===== src/robPkg.sv =====
// Shared widths, types and opcode classes for the ROB subsystem.
// Opcodes pack the op and funct fields of a classic RISC encoding into 12 bits.
// ROB tags run 1..robDepth and tag 0 means no pending writer.
package robPkg;

    localparam int robDepth = 16;
    localparam int numRegs  = 32;

    typedef logic [4:0]  tagT;     // 0 = none
    typedef logic [11:0] opcodeT;
    typedef logic [4:0]  regIdxT;
    typedef logic [31:0] dataT;
    typedef logic [2:0]  ctrlT;    // commit control bits

    // bit positions inside ctrlT
    localparam int ctrlRegWrite = 2;
    localparam int ctrlMemRead  = 1;
    localparam int ctrlMemWrite = 0;

    localparam opcodeT opAdd = 12'h020;
    localparam opcodeT opSub = 12'h022;
    localparam opcodeT opLw  = 12'h8C0;
    localparam opcodeT opSw  = 12'hAC0;
    localparam opcodeT opBeq = 12'h100;
    localparam opcodeT opBne = 12'h140;
    localparam opcodeT opJ   = 12'h080;
    localparam opcodeT opJal = 12'h0C0;
    localparam opcodeT opJr  = 12'h008;
    localparam opcodeT opHlt = 12'hFFF;

    // true for anything that leaves a result in rd
    function automatic logic writesReg(opcodeT op);
        logic noWrite;
        noWrite = (op == opJr)  || (op == opSw) || (op == opBeq) ||
                  (op == opBne) || (op == opJ)  || (op == opHlt);
        return !noWrite;
    endfunction

    // predicted branches, resolved on the result bus
    function automatic logic isCondBranch(opcodeT op);
        return (op == opBeq) || (op == opBne);
    endfunction

    // no execution unit ever reports these
    function automatic logic readyAtDispatch(opcodeT op);
        return (op == opJal) || (op == opHlt);
    endfunction

endpackage


===== src/regStatusTable.sv =====
`timescale 1ns/1ps
// Architectural registers with the ROB tag of each register's newest writer.
// Register 0 is never renamed or written and so always reads 0.
// Lookups of a pending register go through the ROB read ports.
module regStatusTable import robPkg::*; (
    input  logic   clk,
    input  logic   rst,
    input  logic   dispatchValid,
    input  opcodeT dispatchOp,
    input  regIdxT dispatchRd,
    input  tagT    allocTag,
    input  regIdxT srcA,
    input  regIdxT srcB,
    input  dataT   queryDataA,
    input  dataT   queryDataB,
    input  logic   queryReadyA,
    input  logic   queryReadyB,
    input  logic   commitValid,
    input  ctrlT   commitCtrl,
    input  regIdxT commitRd,
    input  dataT   commitData,
    input  tagT    commitTag,
    input  logic   flush,
    output tagT    queryTagA,
    output tagT    queryTagB,
    output dataT   srcAValue,
    output dataT   srcBValue,
    output logic   srcAReady,
    output logic   srcBReady,
    output tagT    srcATag,
    output tagT    srcBTag
);

    dataT regValue [numRegs];
    tagT  regTag   [numRegs];  // 0 when the value is architectural

    logic commitWrite;
    logic renameHit;

    assign commitWrite = commitValid && commitCtrl[ctrlRegWrite] && (commitRd != '0);
    assign renameHit   = dispatchValid && writesReg(dispatchOp) && (dispatchRd != '0);

    // pending tag goes straight to the ROB read port
    assign queryTagA = regTag[srcA];
    assign queryTagB = regTag[srcB];
    assign srcATag   = queryTagA;
    assign srcBTag   = queryTagB;

    // no pending writer means the register file holds the value
    assign srcAValue = (queryTagA != '0) ? queryDataA : regValue[srcA];
    assign srcBValue = (queryTagB != '0) ? queryDataB : regValue[srcB];
    assign srcAReady = (queryTagA != '0) ? queryReadyA : 1'b1;
    assign srcBReady = (queryTagB != '0) ? queryReadyB : 1'b1;

    always_ff @(posedge clk or posedge rst) begin
        if (rst) begin
            for (int i = 0; i < numRegs; i++) begin
                regValue[i] <= '0;
                regTag[i]   <= '0;
            end
        end else begin
            if (commitWrite) begin
                regValue[commitRd] <= commitData;
                // a younger writer keeps its tag
                if (regTag[commitRd] == commitTag)
                    regTag[commitRd] <= '0;
            end
            if (flush) begin
                for (int i = 0; i < numRegs; i++)
                    regTag[i] <= '0;  // all ROB entries are gone
            end else if (renameHit) begin
                regTag[dispatchRd] <= allocTag;  // overrides a same-cycle clear
            end
        end
    end

endmodule


===== config.mk =====
export PLATFORM = sky130hd
export DESIGN_NAME = regStatusTable
export DESIGN_NICKNAME = d
export VERILOG_FILES = /design/src/robPkg.sv /design/src/regStatusTable.sv
export SDC_FILE = /design/constraint.sdc
export NUM_CORES = 2
export LEC_CHECK = 0
export BUFFER_PORTS_ARGS = -buffer_cell sky130_fd_sc_hd__clkbuf_2
export CORE_MARGIN = 2
export CORE_UTILIZATION = 43
export CTS_BUF_LIST = sky130_fd_sc_hd__clkbuf_4
export DETAILED_ROUTE_END_ITERATION = 7
export GPL_TIMING_DRIVEN = 0
export SLEW_MARGIN = 25
export SYNTH_ARGS = -nofsm -noshare
export SYNTH_HDL_FRONTEND = slang
export SYNTH_SLANG_ARGS = --single-unit
export TNS_END_PERCENT = 5

===== constraint.sdc =====
create_clock -name clk -period 96.6 [get_ports clk]
set_clock_uncertainty 0.1 [all_clocks]
set_input_delay 14.49 -clock clk [delete_from_list [all_inputs] [get_ports clk]]
set_output_delay 14.49 -clock clk [all_outputs]
set_load 0.01 [all_outputs]

==> reports/summary.md <==
• outcome: completed
• number of global-route vias before repair: 46100
• main combinational cell family by area after synthesis: multiplexers
• post-synthesis mux area share: 44.8%
• Reg area: 29600 um^2
• CTS H-Tree Depth: 5
• RR Endpoint: regTag[11]
• Worst path slowest cell: sky130_fd_sc_hd__clkbuf_1
• antenna violations before repair: 16
• synthesized netlist cell count: 4210
• sum of negative setup slack: 0 ns
• ports placed on the boundary: 234
• remaining max-slew budget at the tightest pin: 18.3%
• nets@finish: 4946
• RSZ-0062 raised after global routing: false
• floorplan row count: 142
• area growth from synthesis to layout: 13.0%
• DR vias: 44700
• compound-cell area share of the yosys netlist: 3.41%
• Placeable Area: 150000 um^2
• layout cell share with drive strength beyond 1: 53.6%
• CTS Sinks: 1184
• largest vdd supply drop: 0.0123 mV
• total area of multi-input combinational cells: 32800 um^2
• Static Leakage: 32.2 nW
• number of detailed-routing iterations run before antenna repair: 6
• filler cell count in the final layout: 13300
• setup bufs post-CTS: 0
• area of placed instances: 68900 um^2
• final standard cell area without fillers: 73100 um^2
• worst min-delay path category: flip-flop to flip-flop
• post-detailed-route via-to-cell ratio: 6.33
• synthesized area divided by synthesized cell count: 15.4 um^2
• final HPWL from detailed placement: 160 mm
• first-pass GRT wire length: 332 mm
• Synthesis Warnings: 0
• pin count of the biggest net entering global routing: 98
• power density normalized to cell area: 17.8 nW/um^2
• worst reg2reg setup slack: 92.76 ns
• clock edge transition at the registers on the reported setup and hold paths: 0.05 ns
• Cell Chain, Critical Path: clkbuf_2 > clkbuf_1 > clkbuf_1 > o21ai_0 > o22ai_1 > a211oi_1 > nor4b_4 > buf_4 > buf_6 > nor2_1 > a21oi_1 > clkbuf_2
• sort of element at the start of the critical path: input port
• simple logic cell fraction of the synthesized area: 2.32%
• CTS Root Cell: sky130_fd_sc_hd__clkbuf_4
• Chip Width: 392 um
• sum of routed wire segments on met1: 91.4 mm
• cell area after synthesis: 64700 um^2
• end of the worst hold path: regValue[1016]
• number of nets in the synthesized netlist: 4358
• cell count of the worst reg-to-reg path: 9
• Total Wirelength: 231 mm
• DR top layer: met5
• startpoint of the worst-slack reg-to-reg timing path: regTag[23]
• TritonCTS clock tree: built
• wire length per cell: 32.8 um
• minimum clock period after layout: 34.68 ns
• synth top area cells: sky130_fd_sc_hd__dfrtp_1 46%, sky130_fd_sc_hd__mux4_2 26%, sky130_fd_sc_hd__mux2_2 17%, sky130_fd_sc_hd__clkbuf_1 2.0%, sky130_fd_sc_hd__mux2i_1 1.7%
• post-synth top area share: 45.8%
• HP Start: regValue[1016]
• total global routing overflow: 0
• worst-skew pair later-pin latency: 1.30 ns
• synthesized-area fraction occupied by adder cells: 0%
• DIE HEIGHT: 392 um
• routability congestion estimate from global placement: 0.945
• peak per-stage delay on the critical path: 0.96 ns
• Critical Path End Type: output pin
• # DRC: 0
• sequential fraction of the synthesis area: 45.8%
• post-cts repair resize count: 0
• First DRT Iteration DRCs: 4687
• CP Data Required Time: 82.01 ns
• largest buffer count on any clock path: 4
• Max-Cap Viols: 0
• highest fanout seen on the critical path: 10
• CTS Hold Buffers Added: 0
• cts bufs inserted: 347
• flip-flop and latch count after synthesis: 1184
• Initial Utilization: 43.2%
• Synth Area in XOR/XNOR: 0.0406%
• measured slew at the worst slew-check pin: 1.22 ns
• CP Data Arrival Time: 20.09 ns
• sum of met3 wire segment lengths after detailed routing: 22.5 mm
• GRT Overall Usage: 30.5%
• Routed met2 length: 106 mm
• overall die area: 154000 um^2
• count of buffers inserted at the top-level ports: 222
• Worst Hold Path Cells: 1
• number of pins with negative max-slew slack in the final report: 0
• distinct cell type count after synthesis: 44
• leading area contributor after synthesis: sky130_fd_sc_hd__dfrtp_1
• setup violators final: 0
• Final Hold Fails: 0
• remaining number of nets flagged by the antenna check after routing: 0
• Worst Setup Path Type: input port to output pin
• Highest Clock Rate: 0.0288 GHz
• fraction of the cycle the final worst path needs: 35.9%
-- flip-flops by register name, indices dropped and copies added, names as in the netlist --
name,flops
regTag,160
regValue,1024
-- how the worst max path moves through the flow --
stage,startpoint,endpoint,slack (ns),cells past startpoint
2_1_floorplan,rst,regTag[0],48.66,1
3_3_place_gp,rst,regValue[269],34.96,2
3_5_place_dp,srcA[3],srcAValue[29],62.09,12
4_1_cts,srcA[3],srcAValue[29],62.08,12
5_1_grt,srcA[3],srcAValue[29],61.93,12
6_report,srcA[3],srcAValue[29],61.92,12
-- stage by stage --
step / total power, mW / worst slack, ns / utilization [%] / cells / hold WS (ns)
2_1_floorplan: 0.759 / 48.66 / - / 4210 / 0.341
3_5_place_dp: 0.840 / 62.09 / 46.0 / 6464 / 0.363
4_1_cts: 1.31 / 62.08 / 48.8 / 7046 / 0.380
5_1_grt: 1.36 / 61.93 / 48.8 / 7054 / 0.395
3_3_place_gp: 0.832 / 34.96 / 45.7 / 6448 / 0.353
6_report: 1.30 / 61.92 / 48.8 / 7057 / 0.375
-- Yosys cell counts (all sizes together) --
cell type  instances
inv               80
mux2             976
or4                2
a21oi             66
a22oi             12
o31a               1
nand4              6
or2                4
and2               6
clkbuf           341
o211ai             1
o21ai              7
a311oi             1
o22ai             81
nand2            139
o221a              1
nor4b              2
a221o             15
nor2             117
dfrtp           1184
and4               1
a211oi            24
o31ai              1
buf              127
nand2b            13
mux4             750
nand4b             4
xor2               3
and3               3
o2111ai            1
nor2b             23
nor3               6
or3                1
mux2i            112
nor4               4
a221oi             9
nand3              5
a22o              81
-- cell families after synthesis --
family          count (synthesis)
buf+inv                       548
mux                          1838
flops                        1184
xor+xnor                        3
simple gates                  336
compound gates                301
-- cell usage in the layout (no fill, tap or decap), types with 8 or more instances in the layout --
| cell type | count |
|---|---|
| sky130_fd_sc_hd__nor2_1 | 111 |
| sky130_fd_sc_hd__buf_16 | 16 |
| sky130_fd_sc_hd__nand2b_1 | 13 |
| sky130_fd_sc_hd__a211oi_2 | 16 |
| sky130_fd_sc_hd__a22oi_1 | 12 |
| sky130_fd_sc_hd__nor2b_1 | 23 |
| sky130_fd_sc_hd__diode_2 | 10 |
| sky130_fd_sc_hd__buf_2 | 81 |
| sky130_fd_sc_hd__clkbuf_2 | 298 |
| sky130_fd_sc_hd__clkinv_1 | 72 |
| sky130_fd_sc_hd__buf_1 | 13 |
| sky130_fd_sc_hd__a221oi_1 | 9 |
| sky130_fd_sc_hd__nand2_1 | 138 |
| sky130_fd_sc_hd__mux4_2 | 750 |
| sky130_fd_sc_hd__a21oi_1 | 66 |
| sky130_fd_sc_hd__buf_6 | 8 |
| sky130_fd_sc_hd__a211oi_1 | 8 |
| sky130_fd_sc_hd__mux2_2 | 976 |
| sky130_fd_sc_hd__o22ai_1 | 81 |
| sky130_fd_sc_hd__a22o_1 | 81 |
| sky130_fd_sc_hd__clkinv_2 | 8 |
| sky130_fd_sc_hd__buf_4 | 25 |
| sky130_fd_sc_hd__a221o_1 | 15 |
| sky130_fd_sc_hd__clkbuf_1 | 265 |
| sky130_fd_sc_hd__mux2i_1 | 112 |
| sky130_fd_sc_hd__inv_1 | 79 |
| sky130_fd_sc_hd__clkbuf_4 | 493 |
| sky130_fd_sc_hd__dfrtp_1 | 1184 |
-- report_power, final --
group	switching [mW]	internal (mW)	total (mW)
Sequential	0.0403	0.552	0.592
Combinational	0.113	0.128	0.241
Clock	0.226	0.241	0.466
-- routing by layer --
| layer | up-vias | GRT usage, % |
|---|---|---|
| li1 | 17800 | - |
| met1 | 23900 | 40.2 |
| met2 | 2358 | 46.4 |
| met3 | 625 | 9.20 |
| met4 | 10 | 14.4 |
| met5 | - | 0 |
-- worst max-delay path: cells and delay by family --
| family | cells | cell delay, ns |
|---|---|---|
| buf+inv | 6 | 3.04 |
| simple gates | 2 | 0.66 |
| compound gates | 4 | 1.86 |
-- area by class of cell --
cell class	count	area share, %
Antenna cell	10	0.0342
Buffer	468	2.88
Clock buffer	493	5.07
Clock inverter	89	0.579
Inverter	80	0.421
Multi-Input combinational cell	2478	44.9
Sequential cell	1184	40.5
Tap cell	2016	3.45
Timing Repair Buffer	239	2.14
Power figures use the tool's default switching activity.
